--- src/include/layer_consts.svh ---
`ifndef LAYER_CONSTS_SVH
`define LAYER_CONSTS_SVH

// Command words per layer command
`define CMD_WORDS       3
`define CMD_WORD_CNT_W  2
`define CMD_W           32

// Word 0 field positions
`define OP_MSB          2
`define OP_LSB          0
`define SHIFT_MSB       7
`define SHIFT_LSB       4
`define WIN_LEN_MSB     15
`define WIN_LEN_LSB     8
`define WIN_CNT_MSB     23
`define WIN_CNT_LSB     16

// Field and datapath widths
`define SHIFT_W         4
`define FIELD_W         8
`define SAMPLE_W        8
`define RESULT_W        32
`define CMD_COUNT_W     7

`endif

--- src/logic/layer_pkg.sv ---
package layer_pkg;

    // Sequencer FSM states
    typedef enum logic [2:0] {
        // Waiting for operation enable
        SEQ_IDLE   = 3'd0,
        // Reading command words
        SEQ_FETCH  = 3'd1,
        // One cycle, fires start or skips
        SEQ_ISSUE  = 3'd2,
        // Waiting for the last result of the command
        SEQ_RUN    = 3'd3,
        // All commands done, interrupt held
        SEQ_FINISH = 3'd4
    } seq_state_e;

    // Layer opcodes from word 0
    // Unlisted codes behave like OP_IDLE
    typedef enum logic [2:0] {
        OP_IDLE      = 3'b000,
        OP_CONV_RELU = 3'b001,
        OP_MAX_POOL  = 3'b100,
        OP_AVG_POOL  = 3'b101
    } op_kind_e;

endpackage

--- src/logic/cmd_sequencer.sv ---
`include "layer_consts.svh"

module cmd_sequencer (
    input  logic                    clk,
    input  logic                    rst,
    input  logic                    i_op_en,
    input  logic [`CMD_COUNT_W-1:0] i_cmd_count,
    input  logic                    i_cmd_we,
    input  logic [`CMD_W-1:0]       i_cmd,
    input  logic                    i_cmd_done,
    output logic                    o_cmd_rd_en,
    output logic                    o_start,
    output layer_pkg::op_kind_e     o_op,
    output logic [`SHIFT_W-1:0]     o_pool_shift,
    output logic [`FIELD_W-1:0]     o_win_len,
    output logic [`FIELD_W-1:0]     o_win_count,
    output logic [`RESULT_W-1:0]    o_base_addr,
    output logic [`RESULT_W-1:0]    o_bias,
    output logic                    o_irq
);

    // Index of the final word in a command
    localparam logic [`CMD_WORD_CNT_W-1:0] LAST_WORD = `CMD_WORD_CNT_W'(`CMD_WORDS - 1);

    layer_pkg::seq_state_e       state;
    layer_pkg::seq_state_e       next_state;
    logic [`CMD_WORD_CNT_W-1:0]  word_cnt;
    logic [`CMD_COUNT_W-1:0]     done_cnt;
    logic                        fetch_we;
    logic                        last_word;
    logic                        skip;
    logic                        cmd_finished;
    logic                        all_done;

    // Words only count while the read enable is up
    assign fetch_we  = (state == layer_pkg::SEQ_FETCH) && i_cmd_we;
    assign last_word = fetch_we && (word_cnt == LAST_WORD);

    // Unknown opcode or empty window geometry means no engine work
    assign skip = !(o_op inside {layer_pkg::OP_CONV_RELU, layer_pkg::OP_MAX_POOL,
                                 layer_pkg::OP_AVG_POOL})
                  || (o_win_len == '0) || (o_win_count == '0);

    // A command ends by combiner done or by being skipped in issue
    assign cmd_finished = ((state == layer_pkg::SEQ_RUN) && i_cmd_done)
                          || ((state == layer_pkg::SEQ_ISSUE) && skip);
    assign all_done     = ((done_cnt + 1'b1) == i_cmd_count);

    assign o_cmd_rd_en = (state == layer_pkg::SEQ_FETCH);
    assign o_start     = (state == layer_pkg::SEQ_ISSUE) && !skip;

    always_comb begin
        next_state = state;
        case (state)
            layer_pkg::SEQ_IDLE: begin
                // Empty command list finishes at once
                if (i_op_en) begin
                    next_state = (i_cmd_count == '0) ? layer_pkg::SEQ_FINISH
                                                     : layer_pkg::SEQ_FETCH;
                end
            end
            layer_pkg::SEQ_FETCH: begin
                if (last_word) begin
                    next_state = layer_pkg::SEQ_ISSUE;
                end
            end
            layer_pkg::SEQ_ISSUE: begin
                if (skip) begin
                    next_state = all_done ? layer_pkg::SEQ_FINISH : layer_pkg::SEQ_FETCH;
                end else begin
                    next_state = layer_pkg::SEQ_RUN;
                end
            end
            layer_pkg::SEQ_RUN: begin
                if (i_cmd_done) begin
                    next_state = all_done ? layer_pkg::SEQ_FINISH : layer_pkg::SEQ_FETCH;
                end
            end
            layer_pkg::SEQ_FINISH: next_state = layer_pkg::SEQ_FINISH;
            default: next_state = layer_pkg::SEQ_IDLE;
        endcase
    end

    // FSM, word counter, done count and word 0 control fields
    always_ff @(posedge clk or posedge rst) begin
        if (rst) begin
            state       <= layer_pkg::SEQ_IDLE;
            word_cnt    <= '0;
            done_cnt    <= '0;
            o_irq       <= 1'b0;
            o_op        <= layer_pkg::OP_IDLE;
            o_win_len   <= '0;
            o_win_count <= '0;
        end else begin
            state <= next_state;
            if (fetch_we) begin
                word_cnt <= last_word ? '0 : word_cnt + 1'b1;
            end
            if (cmd_finished) begin
                done_cnt <= done_cnt + 1'b1;
            end
            // Sticky until reset
            if (next_state == layer_pkg::SEQ_FINISH) begin
                o_irq <= 1'b1;
            end
            if (fetch_we && (word_cnt == '0)) begin
                o_op        <= layer_pkg::op_kind_e'(i_cmd[`OP_MSB:`OP_LSB]);
                o_win_len   <= i_cmd[`WIN_LEN_MSB:`WIN_LEN_LSB];
                o_win_count <= i_cmd[`WIN_CNT_MSB:`WIN_CNT_LSB];
            end
        end
    end

    // Payload fields, word 0 shift plus words 1 and 2
    always_ff @(posedge clk) begin
        if (fetch_we) begin
            case (word_cnt)
                2'd0: o_pool_shift <= i_cmd[`SHIFT_MSB:`SHIFT_LSB];
                2'd1: o_base_addr  <= i_cmd;
                2'd2: o_bias       <= i_cmd;
                default: ;
            endcase
        end
    end

endmodule

--- src/logic/mac_window_engine.sv ---
`include "layer_consts.svh"

module mac_window_engine (
    input  logic                 clk,
    input  logic                 rst,
    input  logic                 i_start,
    input  logic [`FIELD_W-1:0]  i_win_len,
    input  logic [`FIELD_W-1:0]  i_win_count,
    input  logic [`RESULT_W-1:0] i_bias,
    input  logic                 i_sample_we,
    input  logic [`SAMPLE_W-1:0] i_sample,
    input  logic [`SAMPLE_W-1:0] i_weight,
    output logic                 o_result_we,
    output logic [`RESULT_W-1:0] o_sum,
    output logic                 o_last
);

    logic                        armed;
    logic [`FIELD_W-1:0]         samp_cnt;
    logic [`FIELD_W-1:0]         win_cnt;
    logic signed [`RESULT_W-1:0] acc;
    logic signed [`RESULT_W-1:0] prod;
    logic signed [`RESULT_W-1:0] base;
    logic signed [`RESULT_W-1:0] acc_next;
    logic                        take;
    logic                        win_end;
    logic                        cmd_end;

    assign take    = armed && i_sample_we;
    assign win_end = (samp_cnt == i_win_len - 1'b1);
    assign cmd_end = (win_cnt == i_win_count - 1'b1);

    // Signed product, sign-extended to accumulator width
    assign prod = $signed(i_sample) * $signed(i_weight);
    // First sample of a window restarts from the bias
    assign base     = (samp_cnt == '0) ? $signed(i_bias) : acc;
    assign acc_next = base + prod;

    always_ff @(posedge clk or posedge rst) begin
        if (rst) begin
            armed       <= 1'b0;
            samp_cnt    <= '0;
            win_cnt     <= '0;
            o_result_we <= 1'b0;
            o_last      <= 1'b0;
        end else begin
            o_result_we <= 1'b0;
            o_last      <= 1'b0;
            if (i_start) begin
                armed    <= 1'b1;
                samp_cnt <= '0;
                win_cnt  <= '0;
            end else if (take) begin
                if (win_end) begin
                    samp_cnt    <= '0;
                    win_cnt     <= win_cnt + 1'b1;
                    o_result_we <= 1'b1;
                    o_last      <= cmd_end;
                    // Disarm after the final window
                    if (cmd_end) begin
                        armed <= 1'b0;
                    end
                end else begin
                    samp_cnt <= samp_cnt + 1'b1;
                end
            end
        end
    end

    always_ff @(posedge clk) begin
        if (take) begin
            acc <= acc_next;
            if (win_end) begin
                o_sum <= acc_next;
            end
        end
    end

endmodule

--- src/logic/pool_window_engine.sv ---
`include "layer_consts.svh"

module pool_window_engine (
    input  logic                 clk,
    input  logic                 rst,
    input  logic                 i_start,
    input  logic [`FIELD_W-1:0]  i_win_len,
    input  logic [`FIELD_W-1:0]  i_win_count,
    input  logic [`SHIFT_W-1:0]  i_pool_shift,
    input  logic                 i_sample_we,
    input  logic [`SAMPLE_W-1:0] i_sample,
    output logic                 o_result_we,
    output logic [`RESULT_W-1:0] o_max,
    output logic [`RESULT_W-1:0] o_avg
);

    logic                        armed;
    logic [`FIELD_W-1:0]         samp_cnt;
    logic [`FIELD_W-1:0]         win_cnt;
    logic signed [`SAMPLE_W-1:0] samp;
    logic signed [`RESULT_W-1:0] samp_ext;
    logic signed [`SAMPLE_W-1:0] max_q;
    logic signed [`SAMPLE_W-1:0] max_next;
    logic signed [`RESULT_W-1:0] sum_q;
    logic signed [`RESULT_W-1:0] sum_next;
    logic                        take;
    logic                        first;
    logic                        win_end;
    logic                        cmd_end;

    assign take     = armed && i_sample_we;
    assign first    = (samp_cnt == '0);
    assign win_end  = (samp_cnt == i_win_len - 1'b1);
    assign cmd_end  = (win_cnt == i_win_count - 1'b1);
    assign samp     = $signed(i_sample);
    assign samp_ext = samp;

    // Running signed max and sum, both restart on a window's first sample
    assign max_next = (first || (samp > max_q)) ? samp : max_q;
    assign sum_next = first ? samp_ext : sum_q + samp_ext;

    always_ff @(posedge clk or posedge rst) begin
        if (rst) begin
            armed       <= 1'b0;
            samp_cnt    <= '0;
            win_cnt     <= '0;
            o_result_we <= 1'b0;
        end else begin
            o_result_we <= 1'b0;
            if (i_start) begin
                armed    <= 1'b1;
                samp_cnt <= '0;
                win_cnt  <= '0;
            end else if (take) begin
                if (win_end) begin
                    samp_cnt    <= '0;
                    win_cnt     <= win_cnt + 1'b1;
                    o_result_we <= 1'b1;
                    if (cmd_end) begin
                        armed <= 1'b0;
                    end
                end else begin
                    samp_cnt <= samp_cnt + 1'b1;
                end
            end
        end
    end

    always_ff @(posedge clk) begin
        if (take) begin
            max_q <= max_next;
            sum_q <= sum_next;
            if (win_end) begin
                o_max <= {{(`RESULT_W - `SAMPLE_W){max_next[`SAMPLE_W-1]}}, max_next};
                // Arithmetic shift keeps negative averages negative
                o_avg <= sum_next >>> i_pool_shift;
            end
        end
    end

endmodule

--- src/logic/result_combiner.sv ---
`include "layer_consts.svh"

module result_combiner (
    input  logic                 clk,
    input  logic                 rst,
    input  logic                 i_start,
    input  layer_pkg::op_kind_e  i_op,
    input  logic [`RESULT_W-1:0] i_base_addr,
    input  logic                 i_mac_we,
    input  logic [`RESULT_W-1:0] i_mac_sum,
    input  logic                 i_mac_last,
    input  logic [`RESULT_W-1:0] i_pool_max,
    input  logic [`RESULT_W-1:0] i_pool_avg,
    output logic                 o_result_we,
    output logic [`RESULT_W-1:0] o_result,
    output logic [`RESULT_W-1:0] o_result_addr,
    output logic                 o_cmd_done
);

    layer_pkg::op_kind_e   op_q;
    logic [`RESULT_W-1:0]  base_q;
    logic [`FIELD_W-1:0]   win_idx;
    logic [`RESULT_W-1:0]  win_off;
    logic [`RESULT_W-1:0]  sel;

    // Word addressing, four bytes per result
    assign win_off = {{(`RESULT_W - `FIELD_W - 2){1'b0}}, win_idx, 2'b00};

    always_comb begin
        case (op_q)
            // ReLU clamps negative sums to zero
            layer_pkg::OP_CONV_RELU: sel = i_mac_sum[`RESULT_W-1] ? '0 : i_mac_sum;
            layer_pkg::OP_MAX_POOL:  sel = i_pool_max;
            layer_pkg::OP_AVG_POOL:  sel = i_pool_avg;
            default:                 sel = '0;
        endcase
    end

    always_ff @(posedge clk or posedge rst) begin
        if (rst) begin
            op_q        <= layer_pkg::OP_IDLE;
            win_idx     <= '0;
            o_result_we <= 1'b0;
            o_cmd_done  <= 1'b0;
        end else begin
            o_result_we <= 1'b0;
            o_cmd_done  <= 1'b0;
            if (i_start) begin
                op_q    <= i_op;
                win_idx <= '0;
            end else if (i_mac_we) begin
                win_idx     <= win_idx + 1'b1;
                o_result_we <= 1'b1;
                // Done goes out with the last result of the command
                o_cmd_done  <= i_mac_last;
            end
        end
    end

    always_ff @(posedge clk) begin
        if (i_start) begin
            base_q <= i_base_addr;
        end
        if (i_mac_we) begin
            o_result      <= sel;
            o_result_addr <= base_q + win_off;
        end
    end

endmodule

--- src/logic/layer_ctrl_top.sv ---
`include "layer_consts.svh"

module layer_ctrl_top (
    input  logic                    clk,
    input  logic                    rst,
    input  logic                    i_op_en,
    input  logic [`CMD_COUNT_W-1:0] i_cmd_count,
    input  logic                    i_cmd_we,
    input  logic [`CMD_W-1:0]       i_cmd,
    input  logic                    i_sample_we,
    input  logic [`SAMPLE_W-1:0]    i_sample,
    input  logic [`SAMPLE_W-1:0]    i_weight,
    output logic                    o_cmd_rd_en,
    output logic                    o_result_we,
    output logic [`RESULT_W-1:0]    o_result,
    output logic [`RESULT_W-1:0]    o_result_addr,
    output logic                    o_irq
);

    // Latched command fields and start strobe
    logic                  start;
    layer_pkg::op_kind_e   op;
    logic [`SHIFT_W-1:0]   pool_shift;
    logic [`FIELD_W-1:0]   win_len;
    logic [`FIELD_W-1:0]   win_count;
    logic [`RESULT_W-1:0]  base_addr;
    logic [`RESULT_W-1:0]  bias;
    // Engine results
    logic                  mac_we;
    logic [`RESULT_W-1:0]  mac_sum;
    logic                  mac_last;
    logic [`RESULT_W-1:0]  pool_max;
    logic [`RESULT_W-1:0]  pool_avg;
    logic                  cmd_done;

    cmd_sequencer u_seq (
        .clk          (clk),
        .rst          (rst),
        .i_op_en      (i_op_en),
        .i_cmd_count  (i_cmd_count),
        .i_cmd_we     (i_cmd_we),
        .i_cmd        (i_cmd),
        .i_cmd_done   (cmd_done),
        .o_cmd_rd_en  (o_cmd_rd_en),
        .o_start      (start),
        .o_op         (op),
        .o_pool_shift (pool_shift),
        .o_win_len    (win_len),
        .o_win_count  (win_count),
        .o_base_addr  (base_addr),
        .o_bias       (bias),
        .o_irq        (o_irq)
    );

    mac_window_engine u_mac (
        .clk         (clk),
        .rst         (rst),
        .i_start     (start),
        .i_win_len   (win_len),
        .i_win_count (win_count),
        .i_bias      (bias),
        .i_sample_we (i_sample_we),
        .i_sample    (i_sample),
        .i_weight    (i_weight),
        .o_result_we (mac_we),
        .o_sum       (mac_sum),
        .o_last      (mac_last)
    );

    // Pool strobe matches the MAC strobe, combiner follows the MAC one
    pool_window_engine u_pool (
        .clk          (clk),
        .rst          (rst),
        .i_start      (start),
        .i_win_len    (win_len),
        .i_win_count  (win_count),
        .i_pool_shift (pool_shift),
        .i_sample_we  (i_sample_we),
        .i_sample     (i_sample),
        .o_result_we  (),
        .o_max        (pool_max),
        .o_avg        (pool_avg)
    );

    result_combiner u_comb (
        .clk           (clk),
        .rst           (rst),
        .i_start       (start),
        .i_op          (op),
        .i_base_addr   (base_addr),
        .i_mac_we      (mac_we),
        .i_mac_sum     (mac_sum),
        .i_mac_last    (mac_last),
        .i_pool_max    (pool_max),
        .i_pool_avg    (pool_avg),
        .o_result_we   (o_result_we),
        .o_result      (o_result),
        .o_result_addr (o_result_addr),
        .o_cmd_done    (cmd_done)
    );

endmodule

--- config.mk ---
export PLATFORM = sky130hd
export DESIGN_NAME = layer_ctrl_top
export DESIGN_NICKNAME = d
export VERILOG_FILES = /design/src/logic/layer_pkg.sv /design/src/logic/cmd_sequencer.sv /design/src/logic/mac_window_engine.sv /design/src/logic/pool_window_engine.sv /design/src/logic/result_combiner.sv /design/src/logic/layer_ctrl_top.sv
export VERILOG_INCLUDE_DIRS = /design/src /design/src/include
export SDC_FILE = /design/constraint.sdc
export NUM_CORES = 1
export LEC_CHECK = 0
export ABC_AREA = 0
export BUFFER_PORTS_ARGS = -buffer_cell sky130_fd_sc_hd__buf_4
export CAP_MARGIN = 20
export CORE_UTILIZATION = 30
export CTS_CLUSTER_DIAMETER = 50
export DETAILED_ROUTE_END_ITERATION = 10
export GPL_ROUTABILITY_DRIVEN = 0
export HOLD_SLACK_MARGIN = 0.12
export PLACE_DENSITY = 0.46
export SLEW_MARGIN = 20
export SYNTH_ARGS = -nofsm -noshare
export SYNTH_HDL_FRONTEND = slang
export SYNTH_SLANG_ARGS = --single-unit
--- constraint.sdc ---
create_clock -name clk -period 8.3 [get_ports clk]
set_clock_uncertainty 0.2 [all_clocks]
set_input_delay 0.415 -clock clk [delete_from_list [all_inputs] [get_ports clk]]
set_output_delay 0.415 -clock clk [all_outputs]
set_load 0.01 [all_outputs]
==> out/qor.yml <==
clock_tree:
  clk_root_buffer_cell: "clkbuf_16"
  cts_max_level: 2
  cts.reportedPaths.clkPinSlew_ns: 0.06
  tritoncts: "built"
  worst_skew_late_latency_ns: 0.61
  tritoncts.num_buffers: 53
  clock_path_buffers: 3
  cts.sink_count: 389
global_route:
  grt_start_max_net_pins: 74
  total_routing_usage_reported_by_global_routing: 0.157
  grt_overflow_total: 0
  first_global_vias: 16381
  groute.layer.met1.usage: 0.218
  groute.layer.met2.usage: 0.250
  globalRouteMet3Util: 0.0244
  antenna_found_initial: 1
  global_route_wire_length_before_repair_mm: 96.3
  top_usage_layer_grt: "met2"
setup_path:
  rr_startpoint: "u_mac.samp_cnt[0]"
  critical-path-slowest-cell: "dlygate4sd3_1"
  timing.critical_path.to: "u_mac.acc[31]"
  reg2reg_depth: 19
  ff2ff_setup_slack_ns: 2.95
  crit-reg2reg-capture: "u_mac.o_sum[28]"
  cp-end-kind: "flip-flop"
  worst_setup_path_startpoint: "i_sample[3]"
  slowest_delay_ns: 0.53
  path_max_fanout: 12
  cp_data_arrival_time_ns: 7.50
  crit_type: "primary input to flip-flop"
  data_required_time_at_the_worst_endpoint_ns: 8.45
  start_kind: "primary input"
floorplan:
  die_y_microns: 281
  design.core.area_sq_um: 76500
  floorplan.initialDensity: 0.305
  boundaryPins: 127
  placementRows: 101
  chipWidth_microns: 281
  die_area_sq_um: 78900
layout:
  drive_gt1_frac: 0.145
  finish.instance_area_sq_um: 27700
  final-instance-count-excl-fill: 3325
  areaGrowthSynthToFinish_pct: 18.7
  commonest_non_fill_non_tap_cell_in_the_layout: "edfxtp_1"
  layout_common_cells: "edfxtp_1, nand2_1, buf_4, inv_1, nor2_1"
  antenna-diode-count: 0
  nNetsFinal: 2483
worst_hold_path:
  launch_instance_of_the_worst_min_delay_path: "i_cmd_count[1]"
  timing.hold.worst.class: "primary input to flip-flop"
synth:
  mappedNetlistArea_sq_um: 23300
  syn_avg_cell_area_sq_um: 11.2
  postSynth.asyncResetShare: 0.208
  yosysWarningCount: 0
  ys_seq_area_frac: 0.483
  synth_cell_type_count: 89
  number_of_flops_mapped_to_enable_cells_by_yosys: 308
  synth_top_flop_cell: "edfxtp_1"
  synth.net_count: 2312
  syn-instance-count: 2079
  ys_ff_latch: 389
run_status:
  run_status: "complete, no violations"
timing:
  totalNegativeSetupSlack_ns: 0
  grt_setup_unrepaired: "no"
  timing.max_slew.rel_slack: 0.311
  layout_worst_path_cycle_share: 0.886
  report.final.slew_viol_count: 0
  actual_slew_at_the_worst_max_slew_pin_ns: 1.03
  fin_crit_ns: 7.35
  hold_slack_ns: 0.173
  hold_viol_final: 0
  achievable-frequency_mhz: 136
  report.final.setup_viol: 0
place:
  post-place-cells: 3178
  placedInstanceArea_sq_um: 25500
  portBuffers: 126
  dp_hpwl_mm: 45.7
routing:
  wire_per_inst_microns: 18.6
  via_density_per_instance: 4.91
  drt_drc_violations_left: 0
  drtPass1Iterations: 5
  detail_route.wirelength_mm: 61.7
  via_count: 16321
  initialDrtViolationCount: 963
  ant_nets: 0
power:
  comb_power_share: 0.572
  vdd_ir_drop_max_uv: 411
  netsw_w: 0.00563
  power.sequential.fraction: 0.256
  finalPower_w: 0.0130
  power_switching_share: 0.433
  clock_power_share: 0.172
  internal_power_w: 0.00736
  power_density_nw_per_um2: 469
  cellLeakagePower_nw: 11.1
job:
  max_cap_violations: 0
## metal layers
layer / part of all wire / vias up
li1: - / 7880
met1: 0.47 / 8015
met2: 0.46 / 341
met3: 0.039 / 85
met4: 0.030 / 0
met5: 0 / -
## cells by family after synthesis
family,Yosys count,synth area share
buffers and inverters,236,0.0386
flip-flops,389,0.483
AO/OA/AOI/OAI,447,0.132
AND/OR/NAND/NOR,547,0.114
multiplexers,104,0.0500
adder cells (fa/ha/maj),173,0.111
XOR/XNOR,183,0.0702
## metrics by stage
stage                      util  worst slack [ns]
after floorplan               -              1.06
after global placement    0.333             0.986
after detailed placement  0.333             0.899
after CTS                 0.362             0.972
after global routing      0.362             0.362
final                     0.362             0.948
## synth_stat cells (all sizes together) (5+ instances only)
| cell | count | area share |
|---|---|---|
| mux2i | 40 | 0.017 |
| and3 | 18 | 0.0048 |
| a21o | 44 | 0.014 |
| a221oi | 5 | 0.0019 |
| o21a | 16 | 0.0051 |
| buf | 8 | 0.0019 |
| nand2 | 157 | 0.025 |
| a2111oi | 5 | 0.0019 |
| nand4 | 21 | 0.0056 |
| a211oi | 26 | 0.0086 |
| o21ai | 100 | 0.021 |
| ha | 115 | 0.062 |
| xnor2 | 114 | 0.043 |
| a31oi | 9 | 0.0037 |
| nor3 | 29 | 0.0062 |
| a22oi | 9 | 0.0029 |
| o22ai | 7 | 0.0019 |
| fa | 58 | 0.050 |
| o211ai | 14 | 0.0047 |
| and2 | 66 | 0.018 |
| or3 | 7 | 0.0019 |
| nand3 | 43 | 0.0092 |
| a21oi | 106 | 0.023 |
| nor2b | 20 | 0.0054 |
| mux2 | 60 | 0.029 |
| nor2 | 130 | 0.021 |
| o31ai | 14 | 0.0045 |
| nand2b | 14 | 0.0038 |
| inv | 152 | 0.024 |
| nor4 | 14 | 0.0038 |
| edfxtp | 308 | 0.40 |
| nor4b | 9 | 0.0034 |
| nor3b | 5 | 0.0016 |
| o21bai | 15 | 0.0053 |
| clkbuf | 74 | 0.012 |
| xor2 | 67 | 0.025 |
| dfrtp | 81 | 0.087 |
| a221o | 28 | 0.012 |
## worst min path at each step
stage,endpoint,slack (ns),depth (start not counted)
6_report,u_seq.state[0],0.17,7
5_1_grt,u_pool.o_max[7],0.17,2
4_1_cts,u_seq.state[0],0.14,7
3_5_place_dp,u_seq.o_irq,0.13,2
3_3_place_gp,u_seq.o_irq,0.12,2
2_1_floorplan,u_comb.base_q[0],0.20,0
## critical path: cells and delay by family
kind | cells | cell delay, ns
AOI/OAI and AO/OA | 14 | 2.63
xor gates and xnor gates | 2 | 0.26
adders and majority gates | 6 | 2.75
buffers and inverters | 6 | 0.93
and+or+nand+nor | 4 | 0.50
## final cells by class
cell class                 instances  area [sq um]
clock buffer                      66          1430
inverter                         154           579
multi-input combinational       1454         11200
sequential                       389         11300
fill                            7550         48800
timing repair buffer             198          1620
tap                             1030          1290
clock inverter                    34           312
## flip-flops by register name, summed over array words and instances, names as in the netlist, 7 cells and up
name                  count
u_seq.o_bias             32
u_pool.sum_q             32
u_mac.samp_cnt            8
u_comb.o_result          32
u_pool.o_max              8
u_mac.o_sum              32
u_seq.o_win_count         8
u_mac.win_cnt             8
u_pool.samp_cnt           8
u_seq.done_cnt            7
u_pool.max_q              8
u_pool.o_avg             32
u_pool.win_cnt            8
u_comb.o_result_addr     32
u_comb.win_idx            8
u_seq.o_base_addr        32
u_mac.acc                32
u_seq.o_win_len           8
u_comb.base_q            32
## power by group through the flow
stage,Clock (W),Sequential [W],Combinational (W)
6_report,0.00224,0.00332,0.00743
5_1_grt,0.00238,0.00337,0.00827
4_1_cts,0.00230,0.00332,0.00744
3_5_place_dp,0,0.00336,0.00738
3_3_place_gp,0,0.00335,0.00727
2_1_floorplan,0,0.00328,0.00554
## timing repair
action,CTS,global route
resized for setup,0,0
setup buffers,0,0
hold buffers,46,0
setup endpoints to repair,0,0
hold endpoints to repair,167,0
No activity file was read; power rests on OpenSTA's default activity.
